===== src/source/mem_defs.svh =====
`ifndef MEM_DEFS_SVH
`define MEM_DEFS_SVH

// ====================
// Bus widths
// ====================

// Data word and byte address.
`define MEM_DATA_W 32
`define MEM_ADDR_W 32

// One select bit per byte lane.
`define MEM_SEL_W (`MEM_DATA_W / 8)

// ====================
// Data RAM
// ====================

// Power of two.
`define MEM_DEPTH_WORDS 256
`define MEM_WORD_IDX_W $clog2(`MEM_DEPTH_WORDS)

// Wait states before ack.
`define MEM_RAM_WAIT 1

`endif

===== src/source/wb_bus_if.sv =====
`timescale 1ns/1ps
`include "mem_defs.svh"

// Wishbone classic, single data width.
interface wb_bus_if;
    logic                   cyc;
    logic                   stb;
    logic                   we;
    logic [`MEM_ADDR_W-1:0] adr;
    logic [`MEM_DATA_W-1:0] dat_w;
    logic [`MEM_DATA_W-1:0] dat_r;
    logic [`MEM_SEL_W-1:0]  sel;
    logic                   ack;

    modport master (
        output cyc, stb, we, adr, dat_w, sel,
        input  dat_r, ack
    );

    modport slave (
        input  cyc, stb, we, adr, dat_w, sel,
        output dat_r, ack
    );

    modport monitor (
        input cyc, stb, we, adr, dat_w, dat_r, sel, ack
    );
endinterface


===== src/source/fetch_port.sv =====
`timescale 1ns/1ps
`include "mem_defs.svh"

module fetch_port (
    input  logic                   clk,
    input  logic                   rst_n,
    input  logic                   fetch_valid,
    input  logic [`MEM_ADDR_W-1:0] fetch_pc,
    output logic                   fetch_ready,
    output logic                   fetch_done,
    output logic [`MEM_DATA_W-1:0] fetch_instr,
    wb_bus_if.master               bus
);

    typedef enum logic [1:0] {
        ST_IDLE,
        ST_BUS,
        ST_DONE
    } state_e;

    state_e                 state;
    logic [`MEM_ADDR_W-1:0] pc_q;

    assign fetch_ready = (state == ST_IDLE);
    assign fetch_done  = (state == ST_DONE);

    // Word reads only.
    assign bus.cyc   = (state == ST_BUS);
    assign bus.stb   = (state == ST_BUS);
    assign bus.we    = 1'b0;
    assign bus.adr   = pc_q;
    assign bus.sel   = '1;
    assign bus.dat_w = '0;

    always_ff @(posedge clk or negedge rst_n) begin
        if (!rst_n) begin
            state <= ST_IDLE;
        end else begin
            case (state)
                ST_IDLE: if (fetch_valid) state <= ST_BUS;
                ST_BUS:  if (bus.ack) state <= ST_DONE;
                default: state <= ST_IDLE;
            endcase
        end
    end

    always_ff @(posedge clk) begin
        if (fetch_valid && fetch_ready) begin
            pc_q <= {fetch_pc[`MEM_ADDR_W-1:2], 2'b00};
        end
        if ((state == ST_BUS) && bus.ack) begin
            fetch_instr <= bus.dat_r;
        end
    end

    // A fetch stays a stable read until ack.
    a_read_only: assert property (@(posedge clk) disable iff (!rst_n)
        (bus.cyc && !bus.ack) |=> (bus.cyc && !bus.we && $stable(bus.adr)));

endmodule


===== src/flat_wrapper.sv =====
// flat-port wrapper written by rule: the top's interface ports become plain ports
module fetch_port_flat 
  (clk, rst_n, fetch_valid, fetch_pc, fetch_ready, fetch_done, fetch_instr, bus_cyc, bus_stb, bus_we, bus_adr, bus_dat_w, bus_sel, bus_dat_r, bus_ack);
  wb_bus_if bus_i ();
  input  logic clk;
  input  logic rst_n;
  input  logic fetch_valid;
  input  logic [`MEM_ADDR_W-1:0] fetch_pc;
  output logic fetch_ready;
  output logic fetch_done;
  output logic [`MEM_DATA_W-1:0] fetch_instr;
  output wire logic [$bits(bus_i.cyc)-1:0] bus_cyc;
  output wire logic [$bits(bus_i.stb)-1:0] bus_stb;
  output wire logic [$bits(bus_i.we)-1:0] bus_we;
  output wire logic [$bits(bus_i.adr)-1:0] bus_adr;
  output wire logic [$bits(bus_i.dat_w)-1:0] bus_dat_w;
  output wire logic [$bits(bus_i.sel)-1:0] bus_sel;
  input wire logic [$bits(bus_i.dat_r)-1:0] bus_dat_r;
  input wire logic [$bits(bus_i.ack)-1:0] bus_ack;
  assign bus_cyc = bus_i.cyc;
  assign bus_stb = bus_i.stb;
  assign bus_we = bus_i.we;
  assign bus_adr = bus_i.adr;
  assign bus_dat_w = bus_i.dat_w;
  assign bus_sel = bus_i.sel;
  assign bus_i.dat_r = bus_dat_r;
  assign bus_i.ack = bus_ack;
  fetch_port u_core (.clk(clk), .rst_n(rst_n), .fetch_valid(fetch_valid), .fetch_pc(fetch_pc), .fetch_ready(fetch_ready), .fetch_done(fetch_done), .fetch_instr(fetch_instr), .bus(bus_i));
endmodule

===== config.mk =====
export PLATFORM = sky130hd
export DESIGN_NAME = fetch_port_flat
export DESIGN_NICKNAME = d
export VERILOG_FILES = /design/src/source/wb_bus_if.sv /design/src/source/fetch_port.sv /design/src/flat_wrapper.sv
export VERILOG_INCLUDE_DIRS = /design/src /design/src/source
export SDC_FILE = /design/constraint.sdc
export NUM_CORES = 1
export LEC_CHECK = 0
export BUFFER_PORTS_ARGS = -buffer_cell sky130_fd_sc_hd__buf_4
export CAP_MARGIN = 20
export CORE_AREA = 8 8 83 85
export DETAILED_ROUTE_END_ITERATION = 7
export DIE_AREA = 0 0 91 93
export GPL_TIMING_DRIVEN = 0
export PLACE_DENSITY = 0.92
export SETUP_SLACK_MARGIN = 0.2
export SYNTH_ARGS = -nofsm -noshare
export SYNTH_HDL_FRONTEND = slang
export SYNTH_SLANG_ARGS = --single-unit

===== constraint.sdc =====
create_clock -name clk -period 5.1 [get_ports clk]
set_clock_uncertainty 0.05 [all_clocks]
set_input_delay 1.275 -clock clk [delete_from_list [all_inputs] [get_ports clk]]
set_output_delay 1.275 -clock clk [all_outputs]
set_load 0.05 [all_outputs]

==> results by stage <==
Clock network:
- The CTS tree is yes.
- The clock passes through at most 2 buffers.
- The quantity of gates resized following cts is 0.
- In this run the clock root is driven by a clkbuf_8.
- After clock tree synthesis, the setup repair step added 0 buffers.
- The count of clock tree sinks is 64.
- After clock tree synthesis, the flow added hold-fix buffers numbering 0.
- The level count of the clock H-tree is 3.
- Counting the buffers created by CTS gives 9.
- After clock tree synthesis, the clock-pin slew on the worst setup and hold paths is 0.06 ns.
- The clock latency on the worst-skew pair is 0.32 ns.

Logic synthesis:
- The cell area that synthesis handed to floorplanning was around 2300 sq um.
- Synthesis produced a netlist whose cell count is ~110.
- The number of synthesized register bits is 64.
- The share of synthesized area in the top cell type comes to 0.818.
- The top cell type by total area after synthesis is edfxtp_1.
- For this run, the register share of the synthesized area comes to 0.840.
- The mean instance size in the synthesized netlist is roughly 20 sq um.
- In the post-synthesis netlist, the biggest area contributors are edfxtp_1, buf_4, dfrtp_1.
- Yosys mapped the design onto 9 distinct sky130hd cell types.
- The yosys synthesis warning count is 0.

Power:
- Across the VDD grid, the largest voltage drop is about 0.00025 V.
- The share of total power dissipated in combinational logic is 0.355.
- The design internal power is approximately 1.1 mW.
- The proportion of power drawn by the clock network is 0.251.
- Of the total power, registers draw 0.393.
- The standby leakage power is ~1.7 nW.
- The total power divided by cell area is between 400 and 500 nW/um^2.
- In this run the power spent charging and discharging nets is 0.672 mW.
- The switching portion of total power is 0.371.

Detailed routing:
- Using the TritonRoute via totals, the vias-per-cell ratio works out to between 3 and 4.
- The detail route stage leaves a number of antenna-violating nets equal to 0.
- The routed length per instance is 17.9 um.
- The routed layout has around 1,500 vias.
- Wires add up to between 6000 and 7000 um.
- The first TritonRoute pass finished after 4 iterations.
- The remaining design rule violation count is 0.
- The DRC marker count from the first detailed-route iteration is 65.

Floorplan:
- The chip height is 93 um.
- The starting density of the core is 0.401.
- The region available for standard cell placement spans 5680 sq um.
- In this run the count of I/O pins placed on the die edge is approximately 170.
- In this run the horizontal extent of the chip is 91 um.
- The die covers between 8000 and 9000 sq um.
- The number of placement rows is 28.

Final layout:
- In the final design database the tool counted ~360 nets.
- The layout cell share with drive strength beyond 1 is 0.633.
- The area of all placed cells without fillers is roughly 3700 sq um.
- From synthesis to final layout, the design area changed by 64.5%.
- The library cell used most frequently in the layout, excluding fill and tap cells, is buf_4.
- The number of antenna diodes in the final layout is 0.
- The filler cells instantiated in the layout total 402.
- In the layout the commonest cells are buf_4, edfxtp_1, conb_1, clkbuf_8.

Timing:
- Timing would allow up to 0.395 GHz.
- Dividing the final minimum period by the clock period gives 0.496.
- Setup repair after global routing left no endpoint under its margin.
- After layout, the minimum clock period comes to about 2.5 ns.
- The number of pins with negative max-slew slack in the final report is 0.
- The count of endpoints failing hold in the final timing report is 0.
- The final number of setup-violating endpoints is 0.
- After routing, the total negative slack on setup checks comes to 0 ns.

Placement:
- The count of buffers added on input and output ports is approximately 130.
- After detailed placement, the total cell area comes to 3530 sq um.
- Summed over all nets, the half-perimeter wirelength after detailed placement is between 5000 and 6000 um.
- The final weighted congestion in routability-driven placement is about 0.75.

Worst setup path:
- The data arrival at the endpoint of the critical path is ~1.2 ns.
- The most critical setup path has its startpoint at u_core.state[1].
- The setup slack on the worst flop-to-flop path is between 3 and 4 ns.
- The class of the most critical setup path is reg -> out.
- The startpoint identified for the worst register-to-register timing path is u_core.state[1].
- The number of cells on the worst reg-to-reg path is 3.
- STA classifies the critical path endpoint as an output port.
- The peak fanout along the critical path is 4.
- The endpoint identified for the worst register-to-register timing path is u_core.fetch_instr[2].
- STA puts the critical path data required time at around 3.8 ns.
- STA classifies the critical path startpoint as a flop.

GRT:
- Entering global routing, the biggest net connects 25 pins.
- In the global route stage, overall resource usage came out at 0.155.
- The number of antenna violations at the first check in global routing is 0.
- The number of global-route vias before repair was 1,620.
- The final global-route overflow total is 0.
- The first global-routing pass estimated 9670 um of wire.

Hold path:
- The class of the worst hold path is reg -> reg.
- The startpoint identified for the worst hold timing path is u_core.state[0].
- The hold-critical path depth is 1.
- The worst hold path terminates at u_core.state[0].

Status:
- The run finished with clean final reports.

Flow run:
- The number of max-capacitance violations reported is 0.
==> critical path: stages (launching register included) <==
cell and delay (ns):
dfrtp_1 0.44, nor2b_4 0.15, buf_4 0.11, buf_4 0.18
==> stage by stage <==
stage               setup WS (ns)  utilization  hold WS, ns  total power, mW  std cells
floorplan                    2.59            -        0.436             1.16        151
global placement             2.28        0.615        0.455             1.34        357
detailed placement           2.69        0.623        0.472             1.37        359
CTS                          2.54        0.660        0.481             1.82        375
global route                 2.48        0.660        0.499             1.88        375
finish                       2.57        0.660        0.473             1.81        375
==> power by group through the flow <==
| stage | clock [mW] | sequential [mW] | combinational (mW) |
|---|---|---|---|
| after floorplan | 0 | 0.972 | 0.188 |
| after global placement | 0 | 0.721 | 0.617 |
| after detailed placement | 0 | 0.723 | 0.646 |
| after CTS | 0.465 | 0.713 | 0.647 |
| after global routing | 0.490 | 0.718 | 0.668 |
| final | 0.455 | 0.712 | 0.643 |
==> cell usage after synthesis (all sizes together) <==
cell type and number:
edfxtp 62, dfrtp 2, nor2 2, nor2b 1, conb 2, and2 3, buf 40, and2b 1
a211oi 1
==> per-layer routing <==
metal | GRT usage | up-vias | share of wire
met5 | 0 | - | 0
met4 | 0.0805 | 0 | 0.025
met3 | 0.0713 | 9 | 0.088
met2 | 0.271 | 100 | 0.54
met1 | 0.152 | 684 | 0.35
li1 | - | 694 | -
==> cell families (layout without fill, tap and decap cells) <==
kind of cell / Yosys count / after routing / synth area share
compound gates: 1 / 1 / 0.00330
buf+inv: 40 / 189 / 0.132
flops: 64 / 64 / 0.840
other cells: 2 / 39 / 0.00330
simple gates: 7 / 7 / 0.0214
==> worst max-delay path by stage <==
stage               cells after the start                      to  slack, ns
detailed placement                      3  u_core.fetch_instr[20]       2.69
floorplan                               1   u_core.fetch_instr[0]       2.59
global route                            3                 bus_stb       2.48
CTS                                     3                 bus_stb       2.54
finish                                  3                 bus_stb       2.57
global placement                        2  u_core.fetch_instr[11]       2.28
==> cell type report <==
type                       count  area [sq um]  area share
sequential                    64          1910       0.511
timing repair buffer         133          1030       0.274
buffer                        40           300      0.0802
multi-input combinational     47           203      0.0541
clock buffer                   9           124      0.0331
tap                           75          93.8      0.0251
clock inverter                 7          86.3      0.0231
==> state kept, by name, summed over array words and instances (netlist names) <==
name	flops
u_core.bus.adr	30
u_core.state	2
u_core.fetch_instr	32
Power figures use the tool's default switching activity.
