==> config.mk <==
export PLATFORM = sky130hd
export DESIGN_NAME = lsu_flat
export DESIGN_NICKNAME = d
export VERILOG_FILES = /design/src/source/mem_pkg.sv /design/src/source/wb_bus_if.sv /design/src/source/lsu.sv /design/src/flat_wrapper.sv
export VERILOG_INCLUDE_DIRS = /design/src /design/src/source
export SDC_FILE = /design/constraint.sdc
export NUM_CORES = 1
export LEC_CHECK = 0
export ABC_AREA = 0
export BUFFER_PORTS_ARGS = -buffer_cell sky130_fd_sc_hd__buf_2
export CAP_MARGIN = 10
export CORE_MARGIN = 8
export CORE_UTILIZATION = 45
export DETAILED_ROUTE_END_ITERATION = 8
export MAX_ROUTING_LAYER = met4
export PLACE_DENSITY = 0.74
export SETUP_SLACK_MARGIN = 0.3
export SYNTH_ARGS = -nofsm -noshare
export SYNTH_HDL_FRONTEND = slang
export SYNTH_SLANG_ARGS = --single-unit
==> constraint.sdc <==
create_clock -name clk -period 7.5 [get_ports clk]
set_input_delay 1.125 -clock clk [delete_from_list [all_inputs] [get_ports clk]]
set_output_delay 1.125 -clock clk [all_outputs]
set_load 0.1 [all_outputs]
==> src/source/mem_defs.svh <==
`ifndef MEM_DEFS_SVH
`define MEM_DEFS_SVH

// ====================
// Bus widths
// ====================

// Data word and byte address.
`define MEM_DATA_W 32
`define MEM_ADDR_W 32

// One select bit per byte lane.
`define MEM_SEL_W (`MEM_DATA_W / 8)

// ====================
// Data RAM
// ====================

// Power of two.
`define MEM_DEPTH_WORDS 256
`define MEM_WORD_IDX_W $clog2(`MEM_DEPTH_WORDS)

// Wait states before ack.
`define MEM_RAM_WAIT 1

`endif
==> src/source/mem_pkg.sv <==
`include "mem_defs.svh"

package mem_pkg;

    // Access kind from decode.
    typedef enum logic [3:0] {
        LS_NONE = 4'd0,
        LS_LB   = 4'd1,
        LS_LBU  = 4'd2,
        LS_LH   = 4'd3,
        LS_LHU  = 4'd4,
        LS_LW   = 4'd5,
        LS_LWL  = 4'd6,
        LS_LWR  = 4'd7,
        LS_SB   = 4'd8,
        LS_SH   = 4'd9,
        LS_SW   = 4'd10
    } ls_sel_e;

    // Execute side request.
    typedef struct packed {
        ls_sel_e                sel;
        logic [`MEM_ADDR_W-1:0] addr;
        // Store value, also the old rt for LWL/LWR.
        logic [`MEM_DATA_W-1:0] rt_data;
        logic [4:0]             w_reg_dst;
    } ls_req_s;

endpackage

==> src/source/wb_bus_if.sv <==
`timescale 1ns/1ps
`include "mem_defs.svh"

// Wishbone classic, single data width.
interface wb_bus_if;
    logic                   cyc;
    logic                   stb;
    logic                   we;
    logic [`MEM_ADDR_W-1:0] adr;
    logic [`MEM_DATA_W-1:0] dat_w;
    logic [`MEM_DATA_W-1:0] dat_r;
    logic [`MEM_SEL_W-1:0]  sel;
    logic                   ack;

    modport master (
        output cyc, stb, we, adr, dat_w, sel,
        input  dat_r, ack
    );

    modport slave (
        input  cyc, stb, we, adr, dat_w, sel,
        output dat_r, ack
    );

    modport monitor (
        input cyc, stb, we, adr, dat_w, dat_r, sel, ack
    );
endinterface

==> src/source/lsu.sv <==
`timescale 1ns/1ps
`include "mem_defs.svh"

module lsu (
    input  logic                   clk,
    input  logic                   rst_n,
    input  logic                   req_valid,
    input  mem_pkg::ls_req_s       req,
    output logic                   req_ready,
    output logic                   done,
    output logic                   misaligned,
    output logic [`MEM_DATA_W-1:0] r_data,
    output logic [4:0]             w_reg_dst,
    output logic                   w_reg_ena,
    wb_bus_if.master               bus
);

    typedef enum logic {
        ST_IDLE,
        ST_BUS
    } state_e;

    state_e                 state;
    mem_pkg::ls_req_s       req_q;
    logic                   accept;
    logic                   bad_align;
    logic                   skip_bus;
    logic [`MEM_SEL_W-1:0]  st_sel;
    logic [`MEM_DATA_W-1:0] st_data;

    function automatic logic is_store(mem_pkg::ls_sel_e sel);
        return sel inside {mem_pkg::LS_SB, mem_pkg::LS_SH, mem_pkg::LS_SW};
    endfunction

    function automatic logic is_load(mem_pkg::ls_sel_e sel);
        return sel inside {mem_pkg::LS_LB, mem_pkg::LS_LBU, mem_pkg::LS_LH, mem_pkg::LS_LHU,
                           mem_pkg::LS_LW, mem_pkg::LS_LWL, mem_pkg::LS_LWR};
    endfunction

    // Halfwords need even, words need aligned.
    function automatic logic is_misaligned(mem_pkg::ls_sel_e sel, logic [1:0] off);
        logic half;
        logic word;
        half = sel inside {mem_pkg::LS_LH, mem_pkg::LS_LHU, mem_pkg::LS_SH};
        word = sel inside {mem_pkg::LS_LW, mem_pkg::LS_SW};
        return (half && off[0]) || (word && (off != 2'b00));
    endfunction

    function automatic logic [`MEM_DATA_W-1:0] load_extract(
        mem_pkg::ls_sel_e       sel,
        logic [1:0]             off,
        logic [`MEM_DATA_W-1:0] d,
        logic [`MEM_DATA_W-1:0] rt
    );
        logic [7:0]             b;
        logic [15:0]            h;
        logic [`MEM_DATA_W-1:0] res;
        b = d[8*off +: 8];
        h = off[1] ? d[31:16] : d[15:0];
        case (sel)
            mem_pkg::LS_LB:  res = {{24{b[7]}}, b};
            mem_pkg::LS_LBU: res = {24'h000000, b};
            mem_pkg::LS_LH:  res = {{16{h[15]}}, h};
            mem_pkg::LS_LHU: res = {16'h0000, h};
            mem_pkg::LS_LW:  res = d;
            // Memory bytes fill the high end.
            mem_pkg::LS_LWL: begin
                case (off)
                    2'b00:   res = {d[7:0], rt[23:0]};
                    2'b01:   res = {d[15:0], rt[15:0]};
                    2'b10:   res = {d[23:0], rt[7:0]};
                    default: res = d;
                endcase
            end
            // Memory bytes fill the low end.
            mem_pkg::LS_LWR: begin
                case (off)
                    2'b00:   res = d;
                    2'b01:   res = {rt[31:24], d[31:8]};
                    2'b10:   res = {rt[31:16], d[31:16]};
                    default: res = {rt[31:8], d[31:24]};
                endcase
            end
            default:         res = '0;
        endcase
        return res;
    endfunction

    assign req_ready = (state == ST_IDLE);
    assign accept    = req_valid && req_ready;
    assign bad_align = is_misaligned(req.sel, req.addr[1:0]);
    assign skip_bus  = bad_align || (req.sel == mem_pkg::LS_NONE);
    assign w_reg_dst = req_q.w_reg_dst;

    // ====================
    // Store lane steering
    // ====================
    always_comb begin
        st_sel  = 4'b1111;
        st_data = req_q.rt_data;
        case (req_q.sel)
            mem_pkg::LS_SB: begin
                st_sel  = 4'b0001 << req_q.addr[1:0];
                st_data = {4{req_q.rt_data[7:0]}};
            end
            mem_pkg::LS_SH: begin
                st_sel  = 4'b0011 << req_q.addr[1:0];
                st_data = {2{req_q.rt_data[15:0]}};
            end
            default: ;
        endcase
    end

    assign bus.cyc   = (state == ST_BUS);
    assign bus.stb   = (state == ST_BUS);
    assign bus.we    = is_store(req_q.sel);
    assign bus.adr   = {req_q.addr[`MEM_ADDR_W-1:2], 2'b00};
    assign bus.sel   = st_sel;
    assign bus.dat_w = st_data;

    always_ff @(posedge clk or negedge rst_n) begin
        if (!rst_n) begin
            state      <= ST_IDLE;
            done       <= 1'b0;
            misaligned <= 1'b0;
            w_reg_ena  <= 1'b0;
        end else begin
            done       <= 1'b0;
            misaligned <= 1'b0;
            w_reg_ena  <= 1'b0;
            case (state)
                ST_IDLE: begin
                    if (accept && skip_bus) begin
                        done       <= 1'b1;
                        misaligned <= bad_align;
                    end else if (accept) begin
                        state <= ST_BUS;
                    end
                end
                default: begin
                    if (bus.ack) begin
                        state     <= ST_IDLE;
                        done      <= 1'b1;
                        w_reg_ena <= is_load(req_q.sel);
                    end
                end
            endcase
        end
    end

    always_ff @(posedge clk) begin
        if (accept) begin
            req_q <= req;
        end
        if ((state == ST_BUS) && bus.ack) begin
            r_data <= load_extract(req_q.sel, req_q.addr[1:0], bus.dat_r, req_q.rt_data);
        end
    end

    // Held until the slave answers.
    a_req_stable: assert property (@(posedge clk) disable iff (!rst_n)
        (bus.cyc && !bus.ack) |=> (bus.cyc && $stable(bus.adr) && $stable(bus.we) &&
                                   $stable(bus.sel) && $stable(bus.dat_w)));

    a_ack_needs_stb: assert property (@(posedge clk) disable iff (!rst_n)
        bus.ack |-> bus.stb);

endmodule

==> src/flat_wrapper.sv <==
// flat-port wrapper written by rule: the top's interface ports become plain ports
module lsu_flat 
  (clk, rst_n, req_valid, req, req_ready, done, misaligned, r_data, w_reg_dst, w_reg_ena, bus_cyc, bus_stb, bus_we, bus_adr, bus_dat_w, bus_sel, bus_dat_r, bus_ack);
  wb_bus_if bus_i ();
  input  logic clk;
  input  logic rst_n;
  input  logic req_valid;
  input  mem_pkg::ls_req_s req;
  output logic req_ready;
  output logic done;
  output logic misaligned;
  output logic [`MEM_DATA_W-1:0] r_data;
  output logic [4:0] w_reg_dst;
  output logic w_reg_ena;
  output wire logic [$bits(bus_i.cyc)-1:0] bus_cyc;
  output wire logic [$bits(bus_i.stb)-1:0] bus_stb;
  output wire logic [$bits(bus_i.we)-1:0] bus_we;
  output wire logic [$bits(bus_i.adr)-1:0] bus_adr;
  output wire logic [$bits(bus_i.dat_w)-1:0] bus_dat_w;
  output wire logic [$bits(bus_i.sel)-1:0] bus_sel;
  input wire logic [$bits(bus_i.dat_r)-1:0] bus_dat_r;
  input wire logic [$bits(bus_i.ack)-1:0] bus_ack;
  assign bus_cyc = bus_i.cyc;
  assign bus_stb = bus_i.stb;
  assign bus_we = bus_i.we;
  assign bus_adr = bus_i.adr;
  assign bus_dat_w = bus_i.dat_w;
  assign bus_sel = bus_i.sel;
  assign bus_i.dat_r = bus_dat_r;
  assign bus_i.ack = bus_ack;
  lsu u_core (.clk(clk), .rst_n(rst_n), .req_valid(req_valid), .req(req), .req_ready(req_ready), .done(done), .misaligned(misaligned), .r_data(r_data), .w_reg_dst(w_reg_dst), .w_reg_ena(w_reg_ena), .bus(bus_i));
endmodule
==> flow_summary.ini, run 1 <==
[cts]
path_clk_slew_ns = 0.08
cts_hold_buffers = 0
cts-root-buf = clkbuf_16
cts_resized = 0
clock-sinks = 109
clk-insertion-delay-late_ns = 0.35
htree_levels = 3
cts_setup_buffers = 0
cts_buffers = 9
cts.path.max_buffers = 2
cts_tree = done

[floorplan]
die_h_um = 133
pin_count = 221
die_area_mm2 = 0.0176
initial_core_util_pct = 46.1
rows = 42
core_area_mm2 = 0.0133
die_x_um = 133

[detailed_routing]
num_vias = 4624
drtIter0Drc = 607
ant_nets = 0
drtPass1Iterations = 7
wl_mm = 17.4
vias_per_cell = 5.74
wl_per_cell_um = 21.5
remaining_drc_errors = 0

[timing]
final.setup.tns_ns = 0
min_period_ns = 3.77
skew_ns = 0.00897
setup_slack_ns = 3.73
hold_violations = 0
slew_headroom_pct = 21.8
slew_viol_final = 0
min_period_over_period_pct = 50.3
fmax_mhz = 265
finalSetupViolCount = 0
tightest_slew_ns = 1.17
rsz0062_at_grt = no

[synthesis]
ys_types = 60
ys_async_sr_fraction_pct = 3.67
yosysSeqAreaShare_pct = 53.1
ys.flop_type = edfxtp_1
synth_area_mm2 = 0.00613
avgSynthCellArea_um2 = 13.1
synth_cells = 468
ys_ff_latch = 109
ys.warnings.count = 0
synth_edf_count = 105

[status]
status = completed

[final_layout]
area_growth_syn_to_layout_pct = 17.7
final_cells = 806
seq_area_mm2 = 0.00325
fin_area_mm2 = 0.00721
mostFrequentLayoutCells = buf_2, edfxtp_1, mux2i_1
drive_above_1_share_pct = 45.8
nFillCells = 1131
finalNetCount = 733
multi_input_area_mm2 = 0.00231
mostFrequentLayoutCell = buf_2

[placed_design]
dpl.cell_count = 789
dp_slack_ns = 4.07
globalplace.congestion = 0.921
place_area_mm2 = 0.00692
port_buffers = 218
dp_hpwl_mm = 13.1

[global_route]
grt_antenna_before_repair = 1
grt_max_degree = 78
first_global_vias = 4646
grt_first_pass_wirelength_mm = 26.2
track_usage_pct = 19.8
overflow = 0

[pwr]
clkPwrFrac_pct = 24.4
peakVddDrop_mv = 0.259
p_int_mw = 1.11
finalPower_mw = 1.93
p_leak_nw = 2.97
switching_share_pct = 42.3
power_density_mw_per_mm2 = 267
power.switching_uw = 815
seqPwrFrac_pct = 40.4
p_comb_share_pct = 35.2

[critical_path]
cp-end-kind = output port
setup.worst_path.start_class = flip-flop
cp.arrival_ns = 2.64
cp_max_fo = 28
path_class = flip-flop to output port
required_ns = 6.38

[run]
max_cap_violations = 0

[hold_path]
hold_class = input port to async pin
-- metal layers --
layer	global-route usage [%]	wire (um)	vias up
met3	5.26	1890	31
met1	25.6	7210	2173
met5	-	0	-
li1	-	-	2101
met2	29.1	7830	319
met4	7.51	429	0
-- worst max-delay path, stage by stage, from the launching register on --
cell,delay [ns]
edfxtp_1,0.60
nand2b_1,0.34
nor2_4,0.64
mux2_2,0.29
buf_2,0.42
-- synthesized netlist by cell type (5+ instances only) --
| master | number | area share (%) |
|---|---|---|
| a222oi_1 | 15 | 2.4 |
| o2bb2ai_1 | 5 | 0.71 |
| nand2_2 | 10 | 1.0 |
| clkbuf_1 | 7 | 0.43 |
| nand3b_1 | 5 | 0.61 |
| inv_1 | 5 | 0.31 |
| buf_6 | 5 | 0.92 |
| buf_2 | 12 | 0.98 |
| o21ai_0 | 14 | 1.1 |
| nand3_1 | 7 | 0.57 |
| nor2_1 | 22 | 1.3 |
| edfxtp_1 | 105 | 51 |
| a21oi_1 | 29 | 2.4 |
| a22oi_1 | 6 | 0.73 |
| mux2_2 | 16 | 2.9 |
| mux2i_1 | 34 | 5.6 |
| a221o_1 | 8 | 1.3 |
| mux4_2 | 16 | 5.9 |
| nand2b_1 | 5 | 0.51 |
| buf_4 | 52 | 6.4 |
| nand2_1 | 33 | 2.0 |
-- layout make-up --
cell class              instances  share of cell area [%]
diodes                          1                  0.0347
clock buffers                  10                    3.31
clock inverters                 6                   0.711
inverters                       5                   0.260
multi-input cells             278                    32.1
flip-flops and latches        109                    45.1
well taps                     176                    3.05
repair buffers                221                    15.4
-- flip-flops by register name, summed over array words and instances, names as in the netlist --
signal and flops:
u_core.w_reg_ena 1, u_core.bus.cyc 1, u_core.bus.adr 30, u_core.misaligned 1
u_core.r_data 32, u_core.req_q 38, u_core.done 1, u_core.w_reg_dst 5
-- power by group through the flow --
stage	logic (mW)	clock network [mW]	registers (mW)
after global routing	0.703	0.502	0.786
after floorplan	0.469	0	0.899
final	0.679	0.470	0.779
after CTS	0.680	0.478	0.779
after global placement	0.673	0	0.790
after detailed placement	0.679	0	0.793
-- path summary, 6_finish.rpt --
kind	startpoint	depth (start not counted)	slack, ns	endpoint
setup / recovery	u_core.req_q[71]	4	3.73	bus_dat_w[21]
setup reg to reg	u_core.req_q[69]	4	4.55	u_core.r_data[1]
hold / removal	rst_n	1	0.57	u_core.bus.cyc
hold reg to reg	u_core.bus.cyc	2	0.61	u_core.bus.cyc
min in group clk	u_core.bus.cyc	2	0.61	u_core.bus.cyc
max in group asynchronous	rst_n	1	6.79	u_core.w_reg_ena
-- kinds of logic after synthesis --
group                  count (synthesis)  synth area share, %
multiplexers                          68                 15.2
AO/OA/AOI/OAI                        102                 12.4
flip-flops                           109                 53.1
other                                  1               0.0612
buffers and inverters                 82                 9.25
AND/OR/NAND/NOR                      104                 9.68
XOR/XNOR                               2                0.286
-- through the flow --
step / util, % / hold WS, ns
after detailed placement: 52.0 / 0.600
after floorplan: - / 0.557
after CTS: 54.2 / 0.560
final: 54.2 / 0.571
after global routing: 54.2 / 0.553
after global placement: 52.0 / 0.576
No activity file was read; power rests on OpenSTA's default activity.
==> inputs of run 2 (changes only) <==
ABC_AREA = 1   (was 0)
PLACE_DENSITY = 0.76   (was 0.74)
clock period = 3.45 ns   (was 7.5 ns; I/O delays follow)
==> flow_summary.ini, run 2 <==
[status]
status = completed

[critical_path]
critPathTopFamily = buffers and inverters
r2r_cells = 6
cp.buffers_inverters = 4
cp_max_fo = 24
max_stage_delay_ns = 0.48
crit_path_end = bus_dat_w[19]
crit_top_cell = inv_2
cp.arrival_ns = 2.34
crit_chain = inv_2, nor2_2, inv_2, nor2_4, inv_2, o21ai_1, buf_2
required_ns = 2.93
slowest_stage = edfxtp_1
cp-end-kind = output port
r2r_start = u_core.req_q[38]
r2r_slack_ns = 1.11
critical_path_depth = 7
setup.worst_path.start_class = flip-flop
r2r_end = u_core.r_data[17]
startpoint = u_core.req_q[72]
path_class = flip-flop to output port

[final_layout]
final_cells = 1116
area_growth_syn_to_layout_pct = 18.4
drive_above_1_share_pct = 30.1
mostFrequentLayoutCells = nand2_1, buf_2, edfxtp_1
multi_input_area_mm2 = 0.00238
seq_area_mm2 = 0.00325
largest_register = u_core.req_q
finalNetCount = 1039
mostFrequentLayoutCell = nand2_1
nFillCells = 1328
fin_area_mm2 = 0.00759
final_core_util_pct = 54.7
largest_register_ffs = 38

[floorplan]
die_h_um = 135
die_area_mm2 = 0.0183
pin_count = 221
core_area_mm2 = 0.0139
rows = 43
die_x_um = 135
initial_core_util_pct = 46.2

[global_route]
grt_max_degree = 50
grt_first_pass_wirelength_mm = 31.0
use_met1_pct = 28.2
grt_antenna_before_repair = 1
busiest_layer = met2
groute.layer.met2.usage_pct = 34.3
overflow = 0
use_met3_pct = 6.34
track_usage_pct = 22.7
first_global_vias = 5732

[detailed_routing]
wl_per_cell_um = 18.5
drtIter0Drc = 638
ant_nets = 0
wl_mm = 20.6
vias_per_cell = 5.30
remaining_drc_errors = 0
drtPass1Iterations = 6
num_vias = 5916

[run]
max_cap_violations = 0

[pwr]
p_int_mw = 2.36
power.switching_mw = 1.87
p_leak_nw = 3.56
seqPwrFrac_pct = 39.4
power_density_mw_per_mm2 = 556
switching_share_pct = 44.2
clkPwrFrac_pct = 23.7
peakVddDrop_mv = 0.355
p_comb_share_pct = 37.0
finalPower_mw = 4.22

[synthesis]
synth_top_area_share_pct = 49.2
ys_async_sr_fraction_pct = 3.67
ys_types = 32
synth_area_mm2 = 0.00641
synth_cells = 765
synth_common_cells = nand2_1, edfxtp_1, nor2_1
avgSynthCellArea_um2 = 8.38
synth_top_cell_by_area = edfxtp_1
ys_ff_latch = 109
ys.warnings.count = 0
synth_edf_count = 105
yosysMostFrequentCell = nand2_1
synth_area_leaders = edfxtp_1, nand2_1, buf_4
yosysSeqAreaShare_pct = 50.7
ys.flop_type = edfxtp_1

[timing]
rsz0062_at_grt = no
slew_headroom_pct = 50.6
min_period_over_period_pct = 82.9
slew_viol_final = 0
min_period_ns = 2.86
hold_violations = 0
tightest_slew_ns = 0.740
finalSetupViolCount = 0
skew_ns = 0.0137
fmax_mhz = 350

[cts]
cts.path.max_buffers = 2
cts_setup_buffers = 0
clk-insertion-delay-late_ns = 0.35
htree_levels = 3
path_clk_slew_ns = 0.08
cts_buffers = 9
cts-root-buf = clkbuf_16
cts_tree = done
clock-sinks = 109

[hold_path]
hold_class = input port to flip-flop
hold_path_startpoint = req[62]
hold_depth = 1

[placed_design]
dp_hpwl_mm = 15.9
place_area_mm2 = 0.00730
dpl.cell_count = 1098
port_buffers = 218
globalplace.congestion = 0.947
[run 2: cell count changes in the layout (fill, tap and decap cells not counted), moves of 18 or more]
| cell | delta |
|---|---|
| inv_1 | +53 |
| mux2i_1 | -34 |
| nand2_1 | +191 |
| nand3_1 | +50 |
| nor2_1 | +52 |
| o21ai_0 | +39 |
| o21ai_1 | +18 |
[run 2: what timing repair did]
item | in CTS | in global routing
endpoints found under the hold margin | 4 | 0
hold buffers | 1 | 0
resized for setup | 0 | 0
setup endpoints to repair | 0 | 0
[run 2: cell families after synthesis]
kind of cell / Yosys count / synth area share [%]
and+or+nand+nor: 387 / 26.0
DFF: 109 / 50.7
buffers and inverters: 145 / 12.3
AOI/OAI and AO/OA: 123 / 10.9
other: 1 / 0.0585
[run 2: worst reg2reg max path, delay by kind of cell, from the launching register on]
| family | cells | cell delay, ns |
|---|---|---|
| DFF | 1 | 0.56 |
| AOI/OAI and AO/OA | 1 | 0.23 |
| buffers and inverters | 2 | 0.77 |
| and+or+nand+nor | 3 | 0.49 |
[run 2: layout make-up]
cell class | instances | share of cell area, %
flip-flops and latches | 109 | 42.9
multi-input cells | 512 | 31.3
repair buffers | 229 | 15.7
inverters | 69 | 3.41
clock buffers | 10 | 3.02
well taps | 180 | 2.97
clock inverters | 6 | 0.676
diodes | 1 | 0.0330
[run 2: layer usage]
metal,share of wire (%),vias to the layer above
met5,0,-
met4,2.5,0
met3,12,36
met2,45,365
met1,41,2684
li1,-,2831
[run 2: through the flow]
stage                     TNS [ns]  setup slack (ns)  hold WS (ns)
after floorplan             -0.343           -0.0533         0.222
after global placement           0              1.05         0.328
after detailed placement         0             0.991         0.331
after CTS                        0             0.596         0.324
after global routing             0             0.422         0.322
final                            0             0.590         0.334
[run 2: how the worst min path moves through the flow]
stage	to	slack [ns]
global placement	u_core.w_reg_ena	0.33
finish	u_core.bus.adr[25]	0.33
CTS	u_core.bus.adr[25]	0.32
global route	u_core.bus.adr[5]	0.32
detailed placement	u_core.w_reg_ena	0.33
floorplan	u_core.bus.cyc	0.22
[run 2: power by group through the flow]
stage	Sequential [mW]	Combinational (mW)	Clock, mW
floorplan	1.95	1.03	0
global placement	1.69	1.55	0
detailed placement	1.69	1.56	0
CTS	1.66	1.56	1.02
global route	1.67	1.64	1.06
finish	1.66	1.56	0.999
