## config.mk

```make
export PLATFORM = sky130hd
export DESIGN_NAME = wb_arbiter_flat
export DESIGN_NICKNAME = d
export VERILOG_FILES = /design/src/source/wb_bus_if.sv /design/src/source/wb_arbiter.sv /design/src/flat_wrapper.sv
export VERILOG_INCLUDE_DIRS = /design/src /design/src/source
export SDC_FILE = /design/constraint.sdc
export NUM_CORES = 1
export LEC_CHECK = 0
export BUFFER_PORTS_ARGS = -buffer_cell sky130_fd_sc_hd__clkbuf_2
export CAP_MARGIN = 40
export CORE_AREA = 2 2 121 123
export DETAILED_ROUTE_END_ITERATION = 10
export DIE_AREA = 0 0 123 125
export HOLD_SLACK_MARGIN = 0.05
export PLACE_DENSITY_LB_ADDON = 0.3
export SLEW_MARGIN = 20
export SYNTH_ARGS = -nofsm -noshare
export SYNTH_HDL_FRONTEND = slang
export SYNTH_SLANG_ARGS = --single-unit
```

## constraint.sdc

```tcl
create_clock -name clk -period 2 [get_ports clk]
set_clock_uncertainty 0.05 [all_clocks]
set_input_delay 0.4 -clock clk [delete_from_list [all_inputs] [get_ports clk]]
set_output_delay 0.4 -clock clk [all_outputs]
set_load 0.1 [all_outputs]
```

## src/source/mem_defs.svh

```systemverilog
`ifndef MEM_DEFS_SVH
`define MEM_DEFS_SVH

// ====================
// Bus widths
// ====================

// Data word and byte address.
`define MEM_DATA_W 32
`define MEM_ADDR_W 32

// One select bit per byte lane.
`define MEM_SEL_W (`MEM_DATA_W / 8)

// ====================
// Data RAM
// ====================

// Power of two.
`define MEM_DEPTH_WORDS 256
`define MEM_WORD_IDX_W $clog2(`MEM_DEPTH_WORDS)

// Wait states before ack.
`define MEM_RAM_WAIT 1

`endif
```

## src/source/wb_bus_if.sv

```systemverilog
`timescale 1ns/1ps
`include "mem_defs.svh"

// Wishbone classic, single data width.
interface wb_bus_if;
    logic                   cyc;
    logic                   stb;
    logic                   we;
    logic [`MEM_ADDR_W-1:0] adr;
    logic [`MEM_DATA_W-1:0] dat_w;
    logic [`MEM_DATA_W-1:0] dat_r;
    logic [`MEM_SEL_W-1:0]  sel;
    logic                   ack;

    modport master (
        output cyc, stb, we, adr, dat_w, sel,
        input  dat_r, ack
    );

    modport slave (
        input  cyc, stb, we, adr, dat_w, sel,
        output dat_r, ack
    );

    modport monitor (
        input cyc, stb, we, adr, dat_w, dat_r, sel, ack
    );
endinterface

```

## src/source/wb_arbiter.sv

```systemverilog
`timescale 1ns/1ps

module wb_arbiter (
    input  logic     clk,
    input  logic     rst_n,
    wb_bus_if.slave  m0,
    wb_bus_if.slave  m1,
    wb_bus_if.master s
);

    logic [1:0] req;
    logic [1:0] pick;
    logic [1:0] gnt;
    logic [1:0] gnt_q;
    logic       last_m1;

    assign req = {m1.cyc, m0.cyc};

    // On a tie, serve whoever waited last.
    always_comb begin
        if (req == 2'b11) begin
            pick = last_m1 ? 2'b01 : 2'b10;
        end else begin
            pick = req;
        end
    end

    // Owner holds the bus until its cyc drops.
    assign gnt = (gnt_q != 2'b00) ? gnt_q : pick;

    always_ff @(posedge clk or negedge rst_n) begin
        if (!rst_n) begin
            gnt_q   <= 2'b00;
            last_m1 <= 1'b1;
        end else begin
            gnt_q <= gnt & req;
            if ((gnt_q == 2'b00) && (gnt != 2'b00)) begin
                last_m1 <= gnt[1];
            end
        end
    end

    // ====================
    // Master to slave mux
    // ====================
    always_comb begin
        s.cyc   = 1'b0;
        s.stb   = 1'b0;
        s.we    = 1'b0;
        s.adr   = '0;
        s.dat_w = '0;
        s.sel   = '0;
        if (gnt[0]) begin
            s.cyc   = m0.cyc;
            s.stb   = m0.stb;
            s.we    = m0.we;
            s.adr   = m0.adr;
            s.dat_w = m0.dat_w;
            s.sel   = m0.sel;
        end else if (gnt[1]) begin
            s.cyc   = m1.cyc;
            s.stb   = m1.stb;
            s.we    = m1.we;
            s.adr   = m1.adr;
            s.dat_w = m1.dat_w;
            s.sel   = m1.sel;
        end
    end

    // Losing master sees no ack.
    assign m0.ack   = s.ack && gnt[0];
    assign m1.ack   = s.ack && gnt[1];
    assign m0.dat_r = gnt[0] ? s.dat_r : '0;
    assign m1.dat_r = gnt[1] ? s.dat_r : '0;

    a_grant_held: assert property (@(posedge clk) disable iff (!rst_n)
        s.cyc |=> (gnt == $past(gnt)));

endmodule

```

## src/flat_wrapper.sv

```systemverilog
// flat-port wrapper written by rule: the top's interface ports become plain ports
module wb_arbiter_flat 
  (clk, rst_n, m0_cyc, m0_stb, m0_we, m0_adr, m0_dat_w, m0_sel, m0_dat_r, m0_ack, m1_cyc, m1_stb, m1_we, m1_adr, m1_dat_w, m1_sel, m1_dat_r, m1_ack, s_cyc, s_stb, s_we, s_adr, s_dat_w, s_sel, s_dat_r, s_ack);
  wb_bus_if m0_i ();
  wb_bus_if m1_i ();
  wb_bus_if s_i ();
  input  logic clk;
  input  logic rst_n;
  input wire logic [$bits(m0_i.cyc)-1:0] m0_cyc;
  input wire logic [$bits(m0_i.stb)-1:0] m0_stb;
  input wire logic [$bits(m0_i.we)-1:0] m0_we;
  input wire logic [$bits(m0_i.adr)-1:0] m0_adr;
  input wire logic [$bits(m0_i.dat_w)-1:0] m0_dat_w;
  input wire logic [$bits(m0_i.sel)-1:0] m0_sel;
  output wire logic [$bits(m0_i.dat_r)-1:0] m0_dat_r;
  output wire logic [$bits(m0_i.ack)-1:0] m0_ack;
  input wire logic [$bits(m1_i.cyc)-1:0] m1_cyc;
  input wire logic [$bits(m1_i.stb)-1:0] m1_stb;
  input wire logic [$bits(m1_i.we)-1:0] m1_we;
  input wire logic [$bits(m1_i.adr)-1:0] m1_adr;
  input wire logic [$bits(m1_i.dat_w)-1:0] m1_dat_w;
  input wire logic [$bits(m1_i.sel)-1:0] m1_sel;
  output wire logic [$bits(m1_i.dat_r)-1:0] m1_dat_r;
  output wire logic [$bits(m1_i.ack)-1:0] m1_ack;
  output wire logic [$bits(s_i.cyc)-1:0] s_cyc;
  output wire logic [$bits(s_i.stb)-1:0] s_stb;
  output wire logic [$bits(s_i.we)-1:0] s_we;
  output wire logic [$bits(s_i.adr)-1:0] s_adr;
  output wire logic [$bits(s_i.dat_w)-1:0] s_dat_w;
  output wire logic [$bits(s_i.sel)-1:0] s_sel;
  input wire logic [$bits(s_i.dat_r)-1:0] s_dat_r;
  input wire logic [$bits(s_i.ack)-1:0] s_ack;
  assign m0_i.cyc = m0_cyc;
  assign m0_i.stb = m0_stb;
  assign m0_i.we = m0_we;
  assign m0_i.adr = m0_adr;
  assign m0_i.dat_w = m0_dat_w;
  assign m0_i.sel = m0_sel;
  assign m0_dat_r = m0_i.dat_r;
  assign m0_ack = m0_i.ack;
  assign m1_i.cyc = m1_cyc;
  assign m1_i.stb = m1_stb;
  assign m1_i.we = m1_we;
  assign m1_i.adr = m1_adr;
  assign m1_i.dat_w = m1_dat_w;
  assign m1_i.sel = m1_sel;
  assign m1_dat_r = m1_i.dat_r;
  assign m1_ack = m1_i.ack;
  assign s_cyc = s_i.cyc;
  assign s_stb = s_i.stb;
  assign s_we = s_i.we;
  assign s_adr = s_i.adr;
  assign s_dat_w = s_i.dat_w;
  assign s_sel = s_i.sel;
  assign s_i.dat_r = s_dat_r;
  assign s_i.ack = s_ack;
  wb_arbiter u_core (.clk(clk), .rst_n(rst_n), .m0(m0_i), .m1(m1_i), .s(s_i));
endmodule
```

==> results of run 1 <==
## synthesized netlist by cell type, drive strengths merged
cell / number
a41oi: 1
buf: 13
o21ai: 1
a22o: 70
nand2b: 3
o21a: 1
dfrtp: 2
nor2b: 34
nand2: 2
clkbuf: 8
dfstp: 1
a31o: 1
and2: 35
a31oi: 1
inv: 2
## logic make-up after synthesis
group | count (synthesis)
AOI/OAI and AO/OA | 75
buffers and inverters | 23
DFF | 3
and+or+nand+nor | 74
## metal layers
metal	global-route usage	up-vias	wire, um
li1	-	1331	-
met4	0.0180	0	109
met1	0.132	1308	3860
met2	0.264	191	6550
met3	0.0365	9	1210
met5	0	-	0
## worst paths after layout
check | to | startpoint
max | s_dat_w[15] | u_core.last_m1$_DFFE_PN1P_
min | u_core.gnt_q[0]$_DFF_PN0_ | m0_cyc
max reg2reg | u_core.gnt_q[1]$_DFF_PN0_ | u_core.last_m1$_DFFE_PN1P_
min reg2reg | u_core.last_m1$_DFFE_PN1P_ | u_core.gnt_q[1]$_DFF_PN0_
max in group asynchronous | u_core.last_m1$_DFFE_PN1P_ | rst_n
min in group asynchronous | u_core.gnt_q[1]$_DFF_PN0_ | rst_n
## flip-flops by register name, indices dropped and copies added, names as in the netlist
register,cells
u_core.last_m1,1
u_core.gnt_q,2
## metrics by stage
stage / area (sq um) / std cells / hold WS (ps) / power [W] / TNS [ps]
6_report: 6660 / 695 / 408 / 0.00937 / -22760
5_1_grt: 6660 / 695 / 420 / 0.00961 / -27520
4_1_cts: 6220 / 688 / 406 / 0.00902 / -26610
3_5_place_dp: 5880 / 673 / 146 / 0.00836 / -3420
3_3_place_gp: 5880 / 673 / 147 / 0.00830 / -2730
2_1_floorplan: 1910 / 175 / 54.4 / 0.00535 / -6420
## power breakdown
part           internal [W]  leakage (nW)  total [W]  switching [W]
clock              0.000263        0.0382   0.000320      0.0000567
sequential        0.0000845        0.0365  0.0000976      0.0000130
combinational       0.00353          3.18    0.00895        0.00542
## final cells by class
class	instances	area, sq um	area share
clock buffer	4	78.8	0.0118
inverter	2	7.51	0.00113
multi-input combinational	149	2000	0.300
sequential	3	76.3	0.0115
tap	184	230	0.0346
timing repair buffer	353	4270	0.641
## worst max-delay path: cells and delay by family (launching register included)
family,cells,cell delay (ps)
buffers and inverters,3,480
AND/OR/NAND/NOR,1,130
AO/OA/AOI/OAI,2,540
flip-flops,1,370
## placed cells by master, fill, tap and decap left out, types with 2 or more instances in the layout
| cell type | count |
|---|---|
| sky130_fd_sc_hd__buf_12 | 146 |
| sky130_fd_sc_hd__dfrtp_1 | 2 |
| sky130_fd_sc_hd__clkbuf_16 | 9 |
| sky130_fd_sc_hd__buf_4 | 5 |
| sky130_fd_sc_hd__clkbuf_2 | 176 |
| sky130_fd_sc_hd__nor2b_4 | 16 |
| sky130_fd_sc_hd__a22o_4 | 69 |
| sky130_fd_sc_hd__nor2b_2 | 17 |
| sky130_fd_sc_hd__buf_8 | 2 |
| sky130_fd_sc_hd__buf_6 | 14 |
| sky130_fd_sc_hd__nand2_1 | 2 |
| sky130_fd_sc_hd__buf_16 | 3 |
| sky130_fd_sc_hd__nand2b_4 | 2 |
| sky130_fd_sc_hd__inv_1 | 2 |
| sky130_fd_sc_hd__and2_4 | 34 |
## what timing repair did
action | CTS | global route
setup endpoints to repair | 136 | 136
buffers inserted | 6 | 2
endpoints found under the hold margin | 2 | 0
pin swaps | 2 | 44
gates cloned | 4 | 9
hold buffers | 1 | 0
gates resized for setup | 22 | 47
==> results.md, run 1 <==
- The run finished, with violations left.
- The checks that failed: negative setup slack.
- The number of CTS-inserted buffers is 3.
- The combined global-route utilization of all metal layers is 0.131.
- The relative area change from synthesis to final layout is 408%.
- The maximum clock path buffer count is 2.
- On the critical path, the stage with the largest delay is an instance of sky130_fd_sc_hd__dfstp_2.
- The via count of the first global-routing pass is 2,985.
- The area fraction in compound gates after synthesis is 0.495.
- At the end of the flow the core is filled with cells to 0.469.
- The DRC violation count after routing is 0.
- The number of I/O pins is 314.
- After synthesis, the share of cell area in mux cells is 0.
- The fraction of synthesized cell area taken by the top area cell type is 0.468.
- The path type of the worst min-delay path is input pin to register.
- The worst pin sits at a relative slew slack of 0.848.
- By area, the combinational part of the netlist is dominated by compound AO/OA/AOI/OAI gates.
- The number of detailed-route iterations in the first pass is 4.
- At the placement stage, the worst setup path has a slack of -90.5 ps.
- The area share of fa/ha/maj cells after synthesis is 0.
- Data on the critical path arrives at its endpoint at 1750 ps.
- In the final layout, the share of cells above drive strength 1 is 0.975.
- The clock tree root driver cell is sky130_fd_sc_hd__clkbuf_16.
- The count of filler cells inserted in the layout is 1,214.
- CTS built an H-tree with a depth of 1.
- For this run, the register share of the synthesized area comes to 0.0582.
- The power density over the cells is 1410 nW/um^2.
- The clock net sink count is 3.
- The total overflow left after global routing is 0.
- In this design, the stage delay of the slowest critical-path cell is 370 ps.
- The leakage power summed over all cells is 3.26 nW.
- The xor and xnor area share after synthesis is 0.
- Of the total synthesized cell area, the portion taken by AND, OR, NAND and NOR gates is 0.349.
- The total core area is 14,200 sq um.
- STA puts the critical path data required time at 1550 ps.
- The placer congestion estimate is 0.787.
- The number of antenna violations at the first check in global routing is 0.
- Setup repair after global routing could not meet its margin everywhere.
- The number of synthesized register bits is 3.
- The via total after detailed routing is 2,839.
- The number of stages on the worst hold path is 2.
- The post-synthesis instance area is 1310 sq um.
- The detail route stage leaves a number of antenna-violating nets equal to 0.
- Sorting the synthesized cells by area gives the leading types as sky130_fd_sc_hd__a22o_1 (47%), sky130_fd_sc_hd__and2_1 (17%), sky130_fd_sc_hd__nor2b_1 (16%).
- After synthesis, the netlist uses 16 different library cells.
- The startpoint kind of the worst setup timing path is a register.
- Timing would allow up to 0.454 GHz.
- The initial utilization of the core area, before any placement, comes to 0.0923.
- Measured along the y axis, the die boundary spans 125 um.
- The number of setup violations in the final report is 136.
- In the post-route analysis, the smallest setup slack over all paths is -205 ps.
- The overall die width is 123 um.
- The final-report hold violation count is 0.
- In this run the register-to-register setup slack is 480 ps.
- The start-to-end type of the worst setup path is register to output pin.
- The final number of max-transition violations was 0.
- The cell count after synthesis came out at 175.
- TritonCTS built the clock tree.
- The part of the cycle the worst path needs is 1.10.
- The floorplan step defined a die boundary enclosing 15,400 sq um.
- Of all nets on the critical path, the largest fanout is 11.
- At the pin with the least slew margin, the transition time is 228 ps.
- The insertion delay to the later sink of the worst-skew pair is 230 ps.
- After the last flow step, the layout net total stands at 689.
- The quantity of I/O buffers inserted on ports is 313.
- The Yosys step of the flow raised 0 warnings.
- The synthesized netlist net count is 352.
- The via-per-instance ratio is 4.08.
- The number of cells on the worst reg-to-reg path is 5.
- The violation count after the first detailed-route iteration is 44.
- The most frequent cell on the critical path is sky130_fd_sc_hd__buf_12.
- The clock period minus worst slack is 2200 ps.
- The wire length of the first global-routing pass is 15,800 um.
- 0 antenna diodes ended up in the layout.
- Across the run, the number of max-cap violations was 0.
- The kind of capture point of the worst setup path is an output pin.
- The pin count of the biggest net entering global routing is 24.
- The critical path goes through nand2b_4, a31o_4, buf_12, clkbuf_16, a22o_4, buf_12.
- The routed wire length is 11,700 um.
- In this run the core area contains 44 standard-cell rows.
- The detailed placement HPWL is 9050 um.
- VDD sags by at most 0.683 mV.
- Averaged over all synthesized cells, the footprint is 7.49 sq um.
- sky130_fd_sc_hd__a22o_1 takes more of the synthesized area than any other cell.
- The average wire per cell in the routed design is 16.9 um.
- The clock slew at the register clock pins of the worst setup and hold paths is 30 ps.
Power figures use the tool's default switching activity.
==> inputs of run 2 (changes only) <==
Settings changed: CELL_PAD_IN_SITES_DETAIL_PLACEMENT set to 0, CELL_PAD_IN_SITES_GLOBAL_PLACEMENT set to 1, RECOVER_POWER set to 100.
Clock period 2 ns to 2.7 ns, I/O delays scaled along.
==> run 2 against run 1 <==
The run now ends clean. First-iteration DRC count fell by 27%. Routed wire length decreased by 16%. Flip-flop and latch count unchanged. Clock power fell by 27%. Setup slack gained 390 ps. Critical path depth is the same. Cell count decreased by 4.9%. Hold slack got worse by 340 ps. Die area stayed put. Power shrank 48%. Largest cell class unchanged.
==> results.md, run 2 (same netlist as run 1, synthesis figures left out) <==
- Run status: complete, no violations (was finished, violations left).
- The number of I/O pins is 314 (unchanged).
- The leakage power summed over all cells was 2.09 nW (was 3.26 nW).
- The placer congestion estimate is 0.794 (was 0.787).
- The internal power of the cells is 0.00131 W (was 0.00388 W).
- The number of detailed-route iterations in the first pass was 4 (unchanged).
- The clock slew at the register clock pins of the worst setup and hold paths came to 30 ps (about the same).
- The kind of capture point of the worst setup path is an output pin (unchanged).
- The part of the cycle the worst path needs is 0.933.
- The startpoint of the most critical setup path is m0_cyc (was u_core.last_m1$_DFFE_PN1P_).
- The total setup buffers inserted after CTS is 0 (was 6).
- The clock tree root driver cell is sky130_fd_sc_hd__clkbuf_16 (unchanged).
- The count of filler cells inserted in the layout came to 1,563 (was 1,214).
- The quantity of I/O buffers inserted on ports is 313 (unchanged).
- The number of violations of the max-capacitance limit is 0 (unchanged).
- The total die area is 15,400 sq um (unchanged).
- The floorplan die height is 125 um (unchanged).
- The via total after detailed routing is 2,644 (was 2,839).
- The routed design could run at a clock period as short as 2520 ps.
- The reg-to-reg setup timing slack is 1270 ps (was 480 ps).
- The post-placement worst setup slack is 178 ps (was -90.5 ps).
- The initial core utilization is 0.0923 (unchanged).
- The maximum clock path buffer count came to 2 (unchanged).
- The maximum fanout encountered on the critical timing path came to 66 (was 11).
- The path type of the worst min-delay path is input pin to async pin (was input pin to register).
- The number of gates given a new drive strength after cts is 0 (was 22).
- The final-layout worst hold slack is 71.4 ps (was 408 ps).
- The register containing the most flip-flops in the final layout was u_core.gnt_q (unchanged).
- The via-per-instance ratio is 4.00 (was 4.08).
- The relative area change from synthesis to final layout is 201% (was 408%).
- The worst path required time is 2110 ps (was 1550 ps).
- The wire length of the first global-routing pass is 14,300 um (was 15,800 um).
- The flip-flop count of the largest register after layout is 2 (unchanged).
- The detailed-route wire length on metal 1 was 3040 um (was 3860 um).
- The net load switching power came to 0.00360 W (was 0.00549 W).
- The maximum ir drop on the vdd rail is 0.337 mV (was 0.683 mV).
- The switching part of the total is 0.733 (was 0.586).
- The detailed placement HPWL was 8450 um (was 9050 um).
- The wire length on met2 was 5270 um (was 6550 um).
- The pin count of the biggest net entering global routing is 67 (was 24).
- The violation count after the first detailed-route iteration is 32 (was 44).
- The via count of the first global-routing pass is 2,779 (was 2,985).
- The TritonCTS clock tree is built (unchanged).
- The aggregate global routing overflow is 0 (unchanged).
- The final setup slack of the worst path is 181 ps (was -205 ps).
- Setup repair after global routing missed its margin: false (was true).
- The number of setup violations in the final report was 0 (was 136).
- The layout cell share with drive strength beyond 1 is 0.702 (was 0.975).
- The met3 wirelength from detailed routing was 1370 um (was 1210 um).
- The uppermost metal layer occupied by signal nets is met4 (unchanged).
- The final number of max-transition violations is 0 (unchanged).
- The worst slew margin relative to its limit is 0.199 (was 0.848).
- The number of CTS-inserted buffers is 3 (unchanged).
- The number of antenna violations at the first check in global routing is 1 (was 0).
- The net count of the finished layout came to 654 (was 689).
- The final-report hold violation count was 0 (unchanged).
- The sequential share of power is 0.015 (was 0.010).
- The combinational cell fraction of total power came to 0.938 (was 0.955).
- The signal arrival time at the worst endpoint is 1930 ps (was 1750 ps).
- The routed wire length came to 9820 um (was 11,700 um).
- The H-tree level count is 1 (unchanged).
- The overall die width is 123 um (unchanged).
- The clock net sink count is 3 (unchanged).
- The most frequent standard cell in the layout excluding fill and tap cells is sky130_fd_sc_hd__clkbuf_2 (unchanged).
- The insertion delay to the later sink of the worst-skew pair is 220 ps (was 230 ps).
- The actual slew at the worst max-slew pin is 1210 ps (was 228 ps).
- The combined global-route utilization of all metal layers came to 0.117 (was 0.131).
- The start-to-end type of the worst setup path is input pin to output pin (was register to output pin).
- The average wire per cell in the routed design is 14.8 um (was 16.9 um).
- The total core area is 14,200 sq um (unchanged).
- Top flop regs: u_core.gnt_q (2), u_core.last_m1 (1) (unchanged).
- The number of buffers inserted for hold repair after clock tree synthesis was 0 (was 1).
- The number of rows created at floorplan is 44 (unchanged).
- The clock share of power is 0.048 (was 0.034).
- Top library cells by usage in the layout, fill and taps aside: sky130_fd_sc_hd__clkbuf_2 (201), sky130_fd_sc_hd__a22o_1 (70), sky130_fd_sc_hd__clkbuf_4 (65) (was sky130_fd_sc_hd__clkbuf_2 (176), sky130_fd_sc_hd__buf_12 (146), sky130_fd_sc_hd__a22o_4 (69)).
- The launch point of the worst reg-to-reg path was u_core.last_m1$_DFFE_PN1P_ (unchanged).
- The DRC violation count after routing was 0 (unchanged).
- The final total power is 0.00491 W (was 0.00937 W).
- The startpoint kind of the worst setup timing path was an input pin (was register).
- The antenna violation net count after detailed routing is 0 (unchanged).
- The maximum clock rate is 0.397 GHz.
- The power density over the cells is 1240 nW/um^2 (was 1410 nW/um^2).
==> run 2: through the flow <==
step	utilization	TNS [ps]	instances	area [sq um]
2_1_floorplan	-	-6100	175	1350
3_3_place_gp	0.364	0	656	5170
3_5_place_dp	0.364	0	656	5170
4_1_cts	0.370	0	660	5250
5_1_grt	0.278	0	661	3950
6_report	0.278	0	661	3950
==> run 2: layout make-up <==
type / count / area, sq um / share of cell area
Timing Repair Buffer: 318 / 2400 / 0.607
Inverter: 2 / 7.51 / 0.00190
Antenna cell: 1 / 2.50 / 0.000633
Sequential cell: 3 / 76.3 / 0.0193
Tap cell: 184 / 230 / 0.0582
Clock buffer: 4 / 78.8 / 0.0199
Multi-Input combinational cell: 149 / 1160 / 0.293
==> run 2: path summary, 6_finish.rpt <==
| check | to | cells after the start |
|---|---|---|
| worst min-delay path | u_core.gnt_q[0]$_DFF_PN0_ | 1 |
| worst max register to register | u_core.gnt_q[1]$_DFF_PN0_ | 4 |
| max in group asynchronous | u_core.last_m1$_DFFE_PN1P_ | 1 |
| worst max-delay path | s_sel[3] | 6 |
| worst min register to register | u_core.last_m1$_DFFE_PN1P_ | 2 |
| min in group clk | u_core.last_m1$_DFFE_PN1P_ | 2 |
==> run 2: worst max-delay path: stages <==
cell,delay (ps)
sky130_fd_sc_hd__clkbuf_2,120
sky130_fd_sc_hd__and2_0,200
sky130_fd_sc_hd__o21ai_4,200
sky130_fd_sc_hd__buf_12,290
sky130_fd_sc_hd__a22o_1,200
sky130_fd_sc_hd__clkbuf_4,330
==> run 2: power by group through the flow <==
stage / sequential (W) / combinational, W / clock [W]
after floorplan: 0.0000696 / 0.00353 / 0
after global placement: 0.0000710 / 0.00563 / 0
after detailed placement: 0.0000722 / 0.00565 / 0
after CTS: 0.0000717 / 0.00566 / 0.000239
after global routing: 0.0000743 / 0.00474 / 0.000246
final: 0.0000723 / 0.00461 / 0.000234
==> run 2: routing by layer <==
metal  track usage  vias to the layer above
met5             0                        -
met4        0.0281                        0
met3        0.0452                        8
met2         0.237                      179
met1         0.106                     1195
li1              -                     1262
==> inputs of run 3 (changes only) <==
Settings changed: CORE_AREA 2 2 121 123 to 2 2 123 125, CTS_BUF_LIST set to sky130_fd_sc_hd__clkbuf_2 sky130_fd_sc_hd__clkbuf_4 sky130_fd_sc_hd__clkbuf_8, DIE_AREA 0 0 123 125 to 0 0 125 127, PLACE_DENSITY set to 0.69, PLACE_DENSITY_LB_ADDON 0.3 to unset.
==> run 3 against run 2 <==
Highest routed layer unchanged. Critical path depth did not move. Sequential share of layout area down 0.15 points. Cell count down 0.30%.
==> results.md, run 3 (same netlist as run 1, synthesis figures left out) <==
- Run status: complete, no violations (unchanged).
- The placer congestion estimate is 0.796 (was 0.794).
- The cell area after placement came to 5160 sq um (was 5170 sq um).
- The kind of capture point of the worst setup path is an output pin (unchanged).
- The routed wire length came to 9330 um (was 9820 um).
- The total setup buffers inserted after CTS is 0 (unchanged).
- The maximum clock rate is 0.403 GHz (was 0.397 GHz).
- The overall die width is 125 um (was 123 um).
- The number of detailed-route iterations in the first pass is 4 (unchanged).
- The family with the most delay on the worst path was buffers and inverters (unchanged).
- The quantity of I/O buffers inserted on ports is 313 (unchanged).
- The number of violations of the max-capacitance limit was 0 (unchanged).
- The final total power is 0.00508 W (was 0.00491 W).
- The insertion delay to the later sink of the worst-skew pair is 210 ps (was 220 ps).
- The number of gates given a new drive strength after cts is 0 (unchanged).
- The layout cell share with drive strength beyond 1 is 0.701 (was 0.702).
- The violation count after the first detailed-route iteration is 163 (was 32).
- The average wire per cell in the routed design is 14.2 um (was 14.8 um).
- The signal arrival time at the worst endpoint is 1890 ps (was 1930 ps).
- The internal power of the cells came to 0.00146 W (was 0.00131 W).
- The number of setup violations in the final report is 0 (unchanged).
- The footprint of the multi-input gates is 1150 sq um (was 1160 sq um).
- The clock net sink count was 3 (unchanged).
- The net count of the finished layout came to 653 (was 654).
- The H-tree level count is 1 (unchanged).
- The longest individual stage delay on the worst path was 460 ps (was 330 ps).
- The final number of max-transition violations is 0 (unchanged).
- The leakage power summed over all cells came to 2.20 nW (was 2.09 nW).
- The power density over the cells was 1180 nW/um^2 (was 1240 nW/um^2).
- The number of CTS-inserted buffers was 3 (unchanged).
- The antenna violation net count after detailed routing came to 0 (unchanged).
- The relative area change from synthesis to final layout is 228% (was 201%).
- The critical path's slowest cell is sky130_fd_sc_hd__clkbuf_2 (was sky130_fd_sc_hd__clkbuf_4).
- The combinational cell fraction of total power was 0.959 (was 0.938).
- The detailed placement HPWL is 8160 um (was 8450 um).
- The DRC violation count after routing is 0 (unchanged).
- The clock share of power was 0.027 (was 0.048).
- The flip-flop count of the largest register after layout is 2 (unchanged).
- The wire length of the first global-routing pass came to 14,000 um (was 14,300 um).
- The final cell utilization of the core was 0.298 (was 0.278).
- The start-to-end type of the worst setup path is input pin to output pin (unchanged).
- The count of filler cells inserted in the layout came to 1,515 (was 1,563).
- The number of buffers inserted for hold repair after clock tree synthesis is 0 (unchanged).
- The final-report hold violation count came to 0 (unchanged).
- The register containing the most flip-flops in the final layout is u_core.gnt_q (unchanged).
- Top flop regs: u_core.gnt_q (2), u_core.last_m1 (1) (unchanged).
- Cells along the critical path: clkbuf_1, nand2b_1, o21a_1, buf_12, nor2b_2, clkbuf_2 (was clkbuf_2, and2_0, o21ai_4, buf_12, a22o_1, clkbuf_4).
- The worst path required time is 2110 ps (about the same).
- The sequential share of power is 0.014 (was 0.015).
- The via count of the first global-routing pass is 2,646 (was 2,779).
- The total die area was 15,900 sq um (was 15,400 sq um).
- The net load switching power is 0.00362 W (was 0.00360 W).
- The pin count of the biggest net entering global routing is 71 (was 67).
- The clock period minus worst slack came to 2480 ps (was 2520 ps).
- The via-per-instance ratio is 3.95 (was 4.00).
- The part of the cycle the worst path needs came to 0.920 (was 0.933).
- The switching part of the total came to 0.713 (was 0.733).
- The actual slew at the worst max-slew pin was 552 ps (was 1210 ps).
- The via total after detailed routing is 2,600 (was 2,644).
- The total core area is 14,400 sq um (was 14,200 sq um).
- The number of I/O pins is 314 (unchanged).
- Top library cells by usage in the layout, fill and taps aside: sky130_fd_sc_hd__clkbuf_2 (188), sky130_fd_sc_hd__buf_12 (71), sky130_fd_sc_hd__a22o_1 (70) (was sky130_fd_sc_hd__clkbuf_2 (201), sky130_fd_sc_hd__a22o_1 (70), sky130_fd_sc_hd__clkbuf_4 (65)).
- The most frequent standard cell in the layout excluding fill and tap cells was sky130_fd_sc_hd__clkbuf_2 (unchanged).
- The number of rows created at floorplan is 44 (unchanged).
- The number of buffer and inverter instances along the worst setup path is 3 (unchanged).
- The startpoint kind of the worst setup timing path is an input pin (unchanged).
- The worst slew margin relative to its limit is 0.634 (was 0.199).
- The combined global-route utilization of all metal layers is 0.109 (was 0.117).
- The clock slew at the register clock pins of the worst setup and hold paths is 30 ps (about the same).
- The maximum fanout encountered on the critical timing path is 34 (was 66).
- The number of antenna cells inserted is 0 (was 1).
- Setup repair after global routing missed its margin: false (unchanged).
- The initial core utilization is 0.0909 (was 0.0923).
- The number of antenna violations at the first check in global routing is 0 (was 1).
- The area of all placed cells without fillers is 4300 sq um (was 3950 sq um).
- The aggregate global routing overflow is 0 (unchanged).
- The register area is 76.3 sq um (unchanged).
- The floorplan die height is 127 um (was 125 um).
- The clock tree root driver cell was sky130_fd_sc_hd__clkbuf_8 (was sky130_fd_sc_hd__clkbuf_16).
- The TritonCTS clock tree is built (unchanged).
- The maximum ir drop on the vdd rail is 0.380 mV (was 0.337 mV).
- The path type of the worst min-delay path was input pin to async pin (unchanged).
- The maximum clock path buffer count is 2 (unchanged).
run 3: changes by cell type in the layout (fill, tap and decap cells not counted), moves of 3 or more:
cell,before,now
sky130_fd_sc_hd__clkbuf_16,3,0
sky130_fd_sc_hd__and2_0,34,31
sky130_fd_sc_hd__clkbuf_2,201,188
sky130_fd_sc_hd__buf_12,43,71
sky130_fd_sc_hd__and2_1,1,4
sky130_fd_sc_hd__clkbuf_4,65,52
sky130_fd_sc_hd__clkbuf_8,0,3
run 3: power groups by stage:
stage	clock [W]	combinational, W	sequential, W
2_1_floorplan	0	0.00353	0.0000696
3_3_place_gp	0	0.00561	0.0000719
3_5_place_dp	0	0.00562	0.0000717
4_1_cts	0.000142	0.00563	0.0000712
5_1_grt	0.000145	0.00501	0.0000763
6_report	0.000139	0.00487	0.0000715
run 3: final cells by class:
class | count | area share
inverters | 2 | 0.00175
well taps | 184 | 0.0536
clock buffers | 4 | 0.0114
flip-flops and latches | 3 | 0.0178
repair buffers | 317 | 0.647
multi-input cells | 149 | 0.269
run 3: final timing paths:
kind	startpoint	to	slack, ps	cells past startpoint
setup / recovery	m1_cyc	m1_dat_r[22]	220	6
hold / removal	rst_n	u_core.gnt_q[0]$_DFF_PN0_	80	1
setup reg to reg	u_core.last_m1$_DFFE_PN1P_	u_core.gnt_q[1]$_DFF_PN0_	1320	4
hold reg to reg	u_core.last_m1$_DFFE_PN1P_	u_core.last_m1$_DFFE_PN1P_	510	2
max in group asynchronous	rst_n	u_core.last_m1$_DFFE_PN1P_	2290	1
min in group clk	u_core.last_m1$_DFFE_PN1P_	u_core.last_m1$_DFFE_PN1P_	510	2
run 3: per-stage QoR:
step           setup TNS, ps  setup WS, ps  instances  hold WS, ps
6_report                   0           216        659         79.3
5_1_grt                    0           108        659         98.2
4_1_cts                    0           301        659         65.5
3_5_place_dp               0           309        655          291
3_3_place_gp               0           314        655          287
2_1_floorplan          -6100          -354        175          194
run 3: per-layer routing:
metal	vias up	GRT usage	part of all wire
met1	1165	0.116	0.36
li1	1256	-	-
met3	6	0.0469	0.11
met2	173	0.199	0.52
met5	-	0	0
met4	0	0.0235	0.011
